### src/rtl/alut_params.svh
// table geometry and field widths for the switch address lookup table
// ALUT_DW must stay equal to the packed entry struct width
// Wishbone data width must hold the 32-bit timestamp for NOW readback

`ifndef ALUT_PARAMS_SVH
`define ALUT_PARAMS_SVH

// ------------------------------------------------------------------------
// table geometry
// ------------------------------------------------------------------------
`define ALUT_DEPTH   256                      // entries, one per hash value
`define ALUT_AW      8                        // table address, hash width

// entry fields
`define ALUT_MAC_W   48                       // ethernet mac
`define ALUT_PORT_W  2                        // four switch ports
`define ALUT_AGE_W   32                       // timestamp in pclk1 cycles
`define ALUT_DW      (`ALUT_MAC_W + `ALUT_PORT_W + 1 + `ALUT_AGE_W)

// ------------------------------------------------------------------------
// wishbone
// ------------------------------------------------------------------------
`define ALUT_WB_AW   4                        // byte offsets 0x0..0xc
`define ALUT_WB_DW   32

`endif

### src/rtl/alut_wb_pkg.sv
// register map of the lookup table control slave
// offsets are byte addresses, only word aligned offsets decode

`default_nettype none

`include "alut_params.svh"

package alut_wb_pkg;

   // register byte offsets
   typedef enum logic [`ALUT_WB_AW-1:0] {
      REG_CTRL       = 4'h0,   // control bits
      REG_AGE_LIMIT  = 4'h4,   // max idle time in cycles
      REG_NOW        = 4'h8,   // timestamp, read only
      REG_AGED_COUNT = 4'hC    // aged entries, write clears
   } reg_addr_e;

   // CTRL bits
   localparam int CTRL_AGE_EN = 0;   // enable aging write-back

endpackage

`default_nettype wire

### src/rtl/alut_wb_regs.sv
// wishbone classic slave for the lookup table control registers
// one cycle ack, no wait states, writes to NOW are ignored
// AGED_COUNT saturates and any write to it clears it

`timescale 1ns/1ps
`default_nettype none

`include "alut_params.svh"

module alut_wb_regs (
   input  wire logic                   pclk1,
   input  wire logic                   rst_n,
   // wishbone
   input  wire logic                   cyc,
   input  wire logic                   stb,
   input  wire logic                   we,
   input  wire logic [`ALUT_WB_AW-1:0] adr,
   input  wire logic [`ALUT_WB_DW-1:0] dat_w,
   output      logic [`ALUT_WB_DW-1:0] dat_r,
   output      logic                   ack,
   // age checker
   input  wire logic [`ALUT_AGE_W-1:0] now,
   input  wire logic                   aged_pulse,
   output      logic                   age_en,
   output      logic [`ALUT_AGE_W-1:0] age_limit
);

   alut_wb_pkg::reg_addr_e reg_sel;
   logic                   access;       // ack goes high on this edge
   logic                   wr_en;
   logic [`ALUT_WB_DW-1:0] aged_count_q;

   assign reg_sel = alut_wb_pkg::reg_addr_e'(adr);
   assign access  = cyc && stb && !ack;
   assign wr_en   = access && we;

   // ------------------------------------------------------------------------
   // ack and writable registers
   // ------------------------------------------------------------------------
   always_ff @(posedge pclk1 or negedge rst_n)
   begin
      if (!rst_n)
      begin
         ack          <= 1'b0;
         age_en       <= 1'b0;
         age_limit    <= '0;
         aged_count_q <= '0;
      end
      else
      begin
         ack <= access;
         if (wr_en && reg_sel == alut_wb_pkg::REG_CTRL)
            age_en <= dat_w[alut_wb_pkg::CTRL_AGE_EN];
         if (wr_en && reg_sel == alut_wb_pkg::REG_AGE_LIMIT)
            age_limit <= dat_w;
         if (wr_en && reg_sel == alut_wb_pkg::REG_AGED_COUNT)
            aged_count_q <= '0;                       // clear beats a new pulse
         else if (aged_pulse && aged_count_q != '1)
            aged_count_q <= aged_count_q + 1'b1;      // saturating
      end
   end

   // ------------------------------------------------------------------------
   // read data, presented with ack
   // ------------------------------------------------------------------------
   always_ff @(posedge pclk1)
   begin
      if (access && !we)
      begin
         case (reg_sel)
            alut_wb_pkg::REG_CTRL:       dat_r <= `ALUT_WB_DW'(age_en);
            alut_wb_pkg::REG_AGE_LIMIT:  dat_r <= age_limit;
            alut_wb_pkg::REG_NOW:        dat_r <= now;
            alut_wb_pkg::REG_AGED_COUNT: dat_r <= aged_count_q;
            default:                     dat_r <= '0;   // unmapped offset
         endcase
      end
   end

   a_ack_one_cycle: assert property (@(posedge pclk1) disable iff (!rst_n)
      (cyc && stb && !ack) |=> (ack ##1 !ack));

endmodule

`default_nettype wire

### config.mk
export PLATFORM = sky130hd
export DESIGN_NAME = alut_wb_regs
export DESIGN_NICKNAME = d
export VERILOG_FILES = /design/src/rtl/alut_wb_pkg.sv /design/src/rtl/alut_wb_regs.sv
export VERILOG_INCLUDE_DIRS = /design/src /design/src/rtl
export SDC_FILE = /design/constraint.sdc
export NUM_CORES = 1
export LEC_CHECK = 0
export BUFFER_PORTS_ARGS = -buffer_cell sky130_fd_sc_hd__buf_4
export CORE_UTILIZATION = 34
export DETAILED_ROUTE_END_ITERATION = 16
export HOLD_SLACK_MARGIN = 0.03
export SLEW_MARGIN = 20
export SYNTH_ARGS = -nofsm -noshare
export SYNTH_HDL_FRONTEND = slang
export SYNTH_SLANG_ARGS = --single-unit
### constraint.sdc
create_clock -name pclk1 -period 4.8 [get_ports pclk1]
set_input_delay 0.48 -clock pclk1 [delete_from_list [all_inputs] [get_ports pclk1]]
set_output_delay 0.48 -clock pclk1 [all_outputs]
set_load 0.02 [all_outputs]
# [Word-level counts from Yosys, hierarchy flattened]
# Cells that the tools add are included.
[op_classes] add_sub_neg=1 n_eq_ne=4 n_mux=3 n_reduce_logical=12
[op_table] cell="one-hot mux 32 bit (4 select lines)" n=1
[op_table] cell="2-to-1 mux 32 bit" n=2
[op_table] cell="adder 32 x 1 -> 32 bit (second input constant)" n=1
[op_table] cell="inequality test 32 bit (second input constant)" n=1
[op_table] cell="equality test 4 bit (second input constant)" n=2
[op_table] cell="logical AND 1 bit" n=8
[op_table] cell="equality test 4 x 3 -> 1 bit (second input constant)" n=1
[op_table] cell="logical NOT 4 bit" n=1
[op_table] cell="logical NOT 1 bit" n=2
[op_table] cell="nonzero test 2 bit" n=1
[totals] register_bits=98 in_bits=74 out_inout_bits=66 elab_cells=25

# [Longest topological paths before layout]
# Gate-level depths: netlist (run 1).
[logic_depth] depth_word=5 mapped_depth=7 mapped_depth_nobuf=6

# [Worst setup path after synthesis (run 1)]
# No wires, ideal clock.
[synth_timing] path_kind="register -> register" from="register ack" to="register dat_r[0], enable pin" setup_ns=0.425 arrival_time_ns=2.303 t_required_ns=4.375 setup_slack_ns=2.072 stages_incl_launch_ff=4 path_buffers=1 path_cell_list="dfrtp_1 and3b_1 clkbuf_1 nor2b_1"
[synth_between] elab_chain_len=3
[synth_rtl] element="start: declaration" line_no="alut_wb_regs.sv:20" text="output logic ack,"
[synth_rtl] element="start signal: assignment" line_no="alut_wb_regs.sv:51" text="ack <= access;"
[synth_rtl] element="logical NOT 1 bit" line_no="alut_wb_regs.sv:34" text="assign access = cyc && stb && !ack;"
[synth_rtl] element="logical AND 1 bit" line_no="alut_wb_regs.sv:34"
[synth_rtl] element="named net access" line_no="alut_wb_regs.sv:29" text="logic access;"
[synth_rtl] element="logical AND 1 bit" line_no="alut_wb_regs.sv:68" text="if (access && !we)"
[synth_rtl] element="end signal: assignment" line_no="alut_wb_regs.sv:71" text="alut_wb_pkg::REG_CTRL: dat_r <= `ALUT_WB_DW'(age_en);"
[synth_rtl] element="end signal: assignment" line_no="alut_wb_regs.sv:72" text="alut_wb_pkg::REG_AGE_LIMIT: dat_r <= age_limit;"
[synth_rtl] element="end signal: assignment" line_no="alut_wb_regs.sv:73" text="alut_wb_pkg::REG_NOW: dat_r <= now;"
[synth_rtl] element="end: declaration" line_no="alut_wb_regs.sv:19" text="output logic [`ALUT_WB_DW-1:0] dat_r,"
# The timed path passes the listed nets, and every way through them passes these cells.
# A chain may end at the register's enable or synchronous reset.

# [Worst setup path in the final report (run 1)]
[layout_timing] from="input port adr[1]" to="register age_limit[14]"
[layout_between] elab_chain_len=2
[layout_rtl] element="start: declaration" line_no="alut_wb_regs.sv:17" text="input wire logic [`ALUT_WB_AW-1:0] adr,"
[layout_rtl] element="equality test 4 x 3 -> 1 bit" line_no="alut_wb_regs.sv:54" text="if (wr_en && reg_sel == alut_wb_pkg::REG_AGE_LIMIT)"
[layout_rtl] element="logical AND 1 bit" line_no="alut_wb_regs.sv:54"
[layout_rtl] element="end signal: assignment" line_no="alut_wb_regs.sv:55" text="age_limit <= dat_w;"
[layout_rtl] element="end: declaration" line_no="alut_wb_regs.sv:25" text="output logic [`ALUT_AGE_W-1:0] age_limit"
# Every way passes these cells.

==> flow_metrics.env, run 1 <==
export IMPL_status="completed"
export IMPL_arrival_ns=2.65
export IMPL_ys_types=49
export IMPL_cellLeakagePower_uw=0.00284
export IMPL_critPathSlowestCell="and3_1"
export IMPL_path_common_cell="buf_4"
export IMPL_ant_nets=0
export IMPL_regToRegEndpoint="aged_count_q[31]$_DFFE_PN0P_"
export IMPL_antenna_diode_count=0
export IMPL_synth_area_per_cell_sq_um=11.3
export IMPL_critPathTopFamily="buffers and inverters"
export IMPL_cts_tree="built"
export IMPL_crit_type="in -> reg"
export IMPL_dp_cells=704
export IMPL_gp_congestion=0.810
export IMPL_grt_overflow_total=0
export IMPL_grt_total_usage_pct=17.7
export IMPL_cts_resized=0
export IMPL_synth_seq_cells=98
export IMPL_ir_worst_vdd_uv=177
export IMPL_crit_path_end_kind="flop"
export IMPL_first_iter_violations=215
export IMPL_crit_chain="buf_4 -> nor4b_4 -> buf_4 -> and3_1 -> buf_4 -> mux2_2"
export IMPL_wl_per_cell_um=16.8
export IMPL_reg2reg_slack_ns=2.47
export IMPL_die_x_um=119
export IMPL_syn_area_sq_um=4620
export IMPL_rows=42
export IMPL_tightest_slew_ns=0.893
export IMPL_synth_main_ff_cell="dfrtp_1"
export IMPL_rsz0062_at_grt="no"
export IMPL_cts_setup_buffers=0
export IMPL_fmax_mhz=412
export IMPL_synth_edff_count=32
export IMPL_grt_first_pass_wirelength_mm=19.5
export IMPL_clk_pin_slew_ns=0.06
export IMPL_startpoint="adr[1]"
export IMPL_grt_max_degree=67
export IMPL_min_period_ns=2.43
export IMPL_insertion_delay_ns=0.34
export IMPL_slew_viol_final=0
export IMPL_htreeDepth=3
export IMPL_stdcell_count=720
export IMPL_hp_class="in -> async"
export IMPL_cpPeakStageDelay_ns=0.59
export IMPL_seq_area_frac_synth_pct=56.5
export IMPL_cts_hold_buffers_added=0
export IMPL_fin_setup_tns_ns=0
export IMPL_ios=140
export IMPL_max_slew_margin_rel_pct=40.4
export IMPL_vias_per_cell=5.16
export IMPL_crit_path_end="age_limit[14]$_DFFE_PN0P_"
export IMPL_fp_dieH_um=119
export IMPL_path_buf_inv=3
export IMPL_grt_pass1_vias=3801
export IMPL_drive_gt1_share_pct=37.1
export IMPL_dieArea_sq_um=14100
export IMPL_worstRegToRegCells=6
export IMPL_worstPathRequired_ns=5.02
export IMPL_routed_wl_mm=12.1
export IMPL_critPathMaxFanout=33
export IMPL_cts_buffer_depth=2
export IMPL_core_area_sq_um=13200
export IMPL_skew_ns=0.00530
export IMPL_finalHoldViolCount=0
export IMPL_areaGrowthSynthToFinish_pct=32.9
export IMPL_synth_cells=410
export IMPL_root_buffer="clkbuf_16"
export IMPL_dp_hpwl_mm=8.83
export IMPL_r2r_start="aged_count_q[0]$_DFFE_PN0P_"
export IMPL_postSynth_asyncResetShare_pct=67.3
export IMPL_period_share_pct=50.6
export IMPL_drc=0
export IMPL_antenna_found_initial=0
export IMPL_crit_cells=6
export IMPL_synth_nets=485
export IMPL_cts_buffers_inserted=9
export IMPL_yosysWarnings=0
export IMPL_final_cell_mix="buf_4 (143), nand2_1 (73), dfrtp_1 (66), a22oi_1 (33)"
export IMPL_finalSetupViolCount=0
export IMPL_layout_commonest_cell="buf_4"
export IMPL_start_util_pct=34.9
export IMPL_io_buffers=139
export IMPL_startpoint_type="input pin"
export IMPL_p_per_area_nw_per_um2=334
export IMPL_cap_violations=0
export IMPL_clkSinkCount=98
export IMPL_drt_pass1_iterations=4
export IMPL_via_count=3715
export IMPL_fin_nets=614
layout make-up:
class	count	area, sq um
flip-flops and latches	98	2610
well taps	176	220
clock inverters	3	37.5
inverters	2	7.51
fillers	1270	7100
clock buffers	13	272
repair buffers	143	1070
multi-input cells	285	1920
cells in the mapped netlist, types with 2 or more instances:
cell	instances	area, sq um
nand4_1	13	81.3
a21oi_1	12	60.1
and3_1	6	37.5
a22oi_1	33	248
and4_1	4	35.0
o2111ai_1	2	17.5
edfxtp_1	32	961
or4_1	6	45.0
nor2_1	22	82.6
nand3_1	11	55.1
or3_1	9	56.3
dfrtp_1	66	1650
and2_1	3	18.8
buf_6	2	22.5
o211ai_2	2	25.0
mux2_2	32	360
xnor2_1	9	78.8
o211ai_1	2	15.0
o21ai_0	7	35.0
o31ai_1	2	15.0
xor2_1	9	78.8
inv_1	2	7.51
a211oi_1	3	22.5
clkbuf_1	15	56.3
nor4_1	3	18.8
and4_4	2	22.5
buf_2	7	35.0
nand2_1	73	274
worst min-delay path by stage:
| stage | slack [ns] | end |
|---|---|---|
| after global placement | 0.51 | age_limit[13]$_DFFE_PN0P_ |
| after global routing | 0.33 | age_limit[29]$_DFFE_PN0P_ |
| after CTS | 0.29 | age_limit[12]$_DFFE_PN0P_ |
| after detailed placement | 0.51 | age_limit[13]$_DFFE_PN0P_ |
| final | 0.25 | age_limit[21]$_DFFE_PN0P_ |
| after floorplan | 0.18 | ack$_DFF_PN0_ |
cell families after synthesis:
kind of cell               count (synthesis)  share of synthesized area, %
and+or+nand+nor                          164                          18.4
AOI/OAI and AO/OA                         68                          10.4
DFF                                       98                          56.5
xor gates and xnor gates                  18                          3.41
buffers and inverters                     27                          2.79
muxes                                     34                          8.25
adders and majority gates                  1                         0.271
through the flow:
stage	total power, uW	hold WS [ns]	setup WS [ns]	area (sq um)	util (%)
floorplan	1160	0.184	2.07	4620	-
global placement	1320	0.512	2.10	5830	44.1
detailed placement	1330	0.514	2.04	5830	44.1
CTS	2070	0.287	2.40	6140	46.4
global route	2140	0.329	2.26	6140	46.4
finish	2060	0.252	2.37	6140	46.4
routing by layer:
layer,up-vias,track usage [%],wire length (um)
li1,1776,-,-
met1,1829,23.5,5340
met2,90,27.3,5910
met3,20,3.47,514
met4,0,9.10,308
met5,-,0,0
power breakdown:
part           switching (uW)  internal [uW]  leakage, uW
registers                69.3            932      0.00119
logic                     155            153      0.00150
clock network             299            447     0.000150
flip-flops by register name, summed over array words and instances, names as in the netlist:
register	flops
ack	1
age_en	1
age_limit	32
aged_count_q	32
dat_r	32
(Power assumes the default switching activity.)
==> inputs of run 2 (changes only) <==
==> constraint.sdc (replaced) <==
create_clock -name pclk1 -period 2.1 [get_ports pclk1]
set_input_delay 0.21 -clock pclk1 [delete_from_list [all_inputs] [get_ports pclk1]]
set_output_delay 0.21 -clock pclk1 [all_outputs]
set_load 0.02 [all_outputs]
==> run 2 against run 1 <==
Compared with the run above:
- clock skew is 0.0015 ns higher
- clock-buffer cell count stayed put
- global-route usage is 0.39 points higher
- final cell count is 3.6% higher
- via count is 2.6% higher
- hold slack worse by 0.17 ns
- critical path type is now reg -> reg
- critical endpoint is now aged_count_q[31]$_DFFE_PN0P_
==> flow_metrics.env, run 2 (synthesized netlist as in run 1, its figures left out) <==
export IMPL_status="completed"
export IMPL_min_period_ns=2.01
export IMPL_areaGrowthSynthToFinish_pct=36.9
export IMPL_rsz0062_at_grt="no"
export IMPL_arrival_ns=2.28
export IMPL_grt_first_pass_wirelength_mm=19.8
export IMPL_slew_viol_final=0
export IMPL_final_cell_mix="buf_4 (167), nand2_1 (73), dfrtp_1 (66), a22oi_1 (33)"
export IMPL_dp_cells=729
export IMPL_path_buf_inv=0
export IMPL_hp_class="in -> reg"
export IMPL_ant_nets=0
export IMPL_reg_top3="age_limit: 32 flops, aged_count_q: 32 flops, dat_r: 32 flops"
export IMPL_holdCritStartpoint="dat_w[13]"
export IMPL_fin_setup_tns_ns=0
export IMPL_clk_pin_slew_ns=0.06
export IMPL_fin_nets=640
export IMPL_crit_chain="ha_1 -> and4_1 -> and4_4 -> a211o_4 -> or4_1 -> a21oi_1"
export IMPL_fill_cells=1247
export IMPL_startpoint="aged_count_q[1]$_DFFE_PN0P_"
export IMPL_tightest_slew_ns=0.864
export IMPL_core_area_sq_um=13200
export IMPL_stdcell_count=746
export IMPL_p_switching_uw=1190
export IMPL_gp_congestion=0.876
export IMPL_finalSetupViolCount=0
export IMPL_r2r_start="aged_count_q[1]$_DFFE_PN0P_"
export IMPL_via_count=3810
export IMPL_routed_wl_mm=12.3
export IMPL_cpPeakStageDelay_ns=0.41
export IMPL_power_frac_clock_pct=33.6
export IMPL_cts_buffer_depth=2
export IMPL_worstPathRequired_ns=2.36
export IMPL_intPower_uw=3370
export IMPL_antenna_diode_count=0
export IMPL_fin_util_pct=47.8
export IMPL_htreeDepth=3
export IMPL_skew_ns=0.00680
export IMPL_first_iter_violations=163
export IMPL_grt_max_degree=67
export IMPL_start_util_pct=34.9
export IMPL_drt_pass1_iterations=5
export IMPL_cts_setup_buffers=0
export IMPL_critPathSlowestCell="dfrtp_1"
export IMPL_p_seq_share_pct=50.0
export IMPL_grt_total_usage_pct=18.1
export IMPL_drive_gt1_share_pct=40.4
export IMPL_period_share_pct=95.9
export IMPL_finalHoldViolCount=0
export IMPL_critPathMaxFanout=11
export IMPL_crit_path_end_kind="flop"
export IMPL_die_x_um=119
export IMPL_p_comb_share_pct=16.4
export IMPL_antenna_found_initial=0
export IMPL_grt_pass1_vias=3866
export IMPL_root_buffer="clkbuf_16"
export IMPL_cap_violations=0
export IMPL_vias_per_cell=5.11
export IMPL_fp_dieH_um=119
export IMPL_io_buffers=139
export IMPL_rows=42
export IMPL_ir_worst_vdd_uv=358
export IMPL_wl_per_cell_um=16.5
export IMPL_cellLeakagePower_uw=0.00297
export IMPL_startpoint_type="flop"
export IMPL_ios=140
export IMPL_critPathTopFamily="simple AND/OR/NAND/NOR gates"
export IMPL_clkSinkCount=98
export IMPL_cts_tree="built"
export IMPL_dp_hpwl_mm=9.10
export IMPL_fmax_mhz=496
export IMPL_insertion_delay_ns=0.34
export IMPL_dieArea_sq_um=14100
export IMPL_switching_share_pct=26.2
export IMPL_grt_overflow_total=0
export IMPL_p_per_area_nw_per_um2=720
export IMPL_max_slew_margin_rel_pct=42.4
export IMPL_crit_type="reg -> reg"
export IMPL_drc=0
export IMPL_cts_buffers_inserted=9
export IMPL_layout_commonest_cell="buf_4"
==> run 2: through the flow <==
step                      total power (uW)  setup WS (ns)  instance area (sq um)  hold WS, ns
after floorplan                       2650         0.0816                   4630      -0.0856
after global placement                3040         0.0901                   6030        0.376
after detailed placement              3060         0.0651                   6030        0.386
after CTS                             4610         0.0437                   6320       0.0776
after global routing                  4780         0.0135                   6330       0.0892
final                                 4560         0.0853                   6330       0.0866
==> run 2: what timing repair did <==
action / CTS / global route
hold buffers: 1 / 0
hold endpoints to repair: 56 / 0
resized for setup: 0 / 3
setup endpoints to repair: 0 / 6
==> run 2: cell type report <==
type                            instances  area, sq um  share of cell area (%)
Multi-Input combinational cell        285         1930                    30.5
Sequential cell                        98         2610                    41.3
Clock buffer                           13          260                    4.11
Tap cell                              176          220                    3.48
Clock inverter                          3         15.0                   0.237
Timing Repair Buffer                  169         1280                    20.3
Inverter                                2         7.51                   0.119
==> run 2: power groups by stage <==
| stage | clock network [uW] | registers [uW] | logic [uW] |
|---|---|---|---|
| after floorplan | 0 | 2400 | 252 |
| after global placement | 0 | 2300 | 733 |
| after detailed placement | 0 | 2320 | 749 |
| after CTS | 1570 | 2280 | 755 |
| after global routing | 1660 | 2310 | 813 |
| final | 1530 | 2280 | 747 |
==> run 2: path summary, 6_finish.rpt <==
path / end / slack, ns / cells past startpoint
max: aged_count_q[31]$_DFFE_PN0P_ / 0.09 / 6
min: age_limit[13]$_DFFE_PN0P_ / 0.09 / 2
max reg2reg: aged_count_q[31]$_DFFE_PN0P_ / 0.09 / 6
min reg2reg: age_limit[13]$_DFFE_PN0P_ / 0.53 / 1
max in group asynchronous: age_limit[27]$_DFFE_PN0P_ / 1.00 / 2
min in group asynchronous: age_limit[31]$_DFFE_PN0P_ / 0.52 / 2
==> run 2: layer usage <==
layer	GRT usage, %	wire length [um]	up-vias
met2	28.4	5870	109
met3	4.25	709	16
met1	24.2	5460	1857
li1	-	-	1828
met5	0	0	-
met4	6.80	241	0
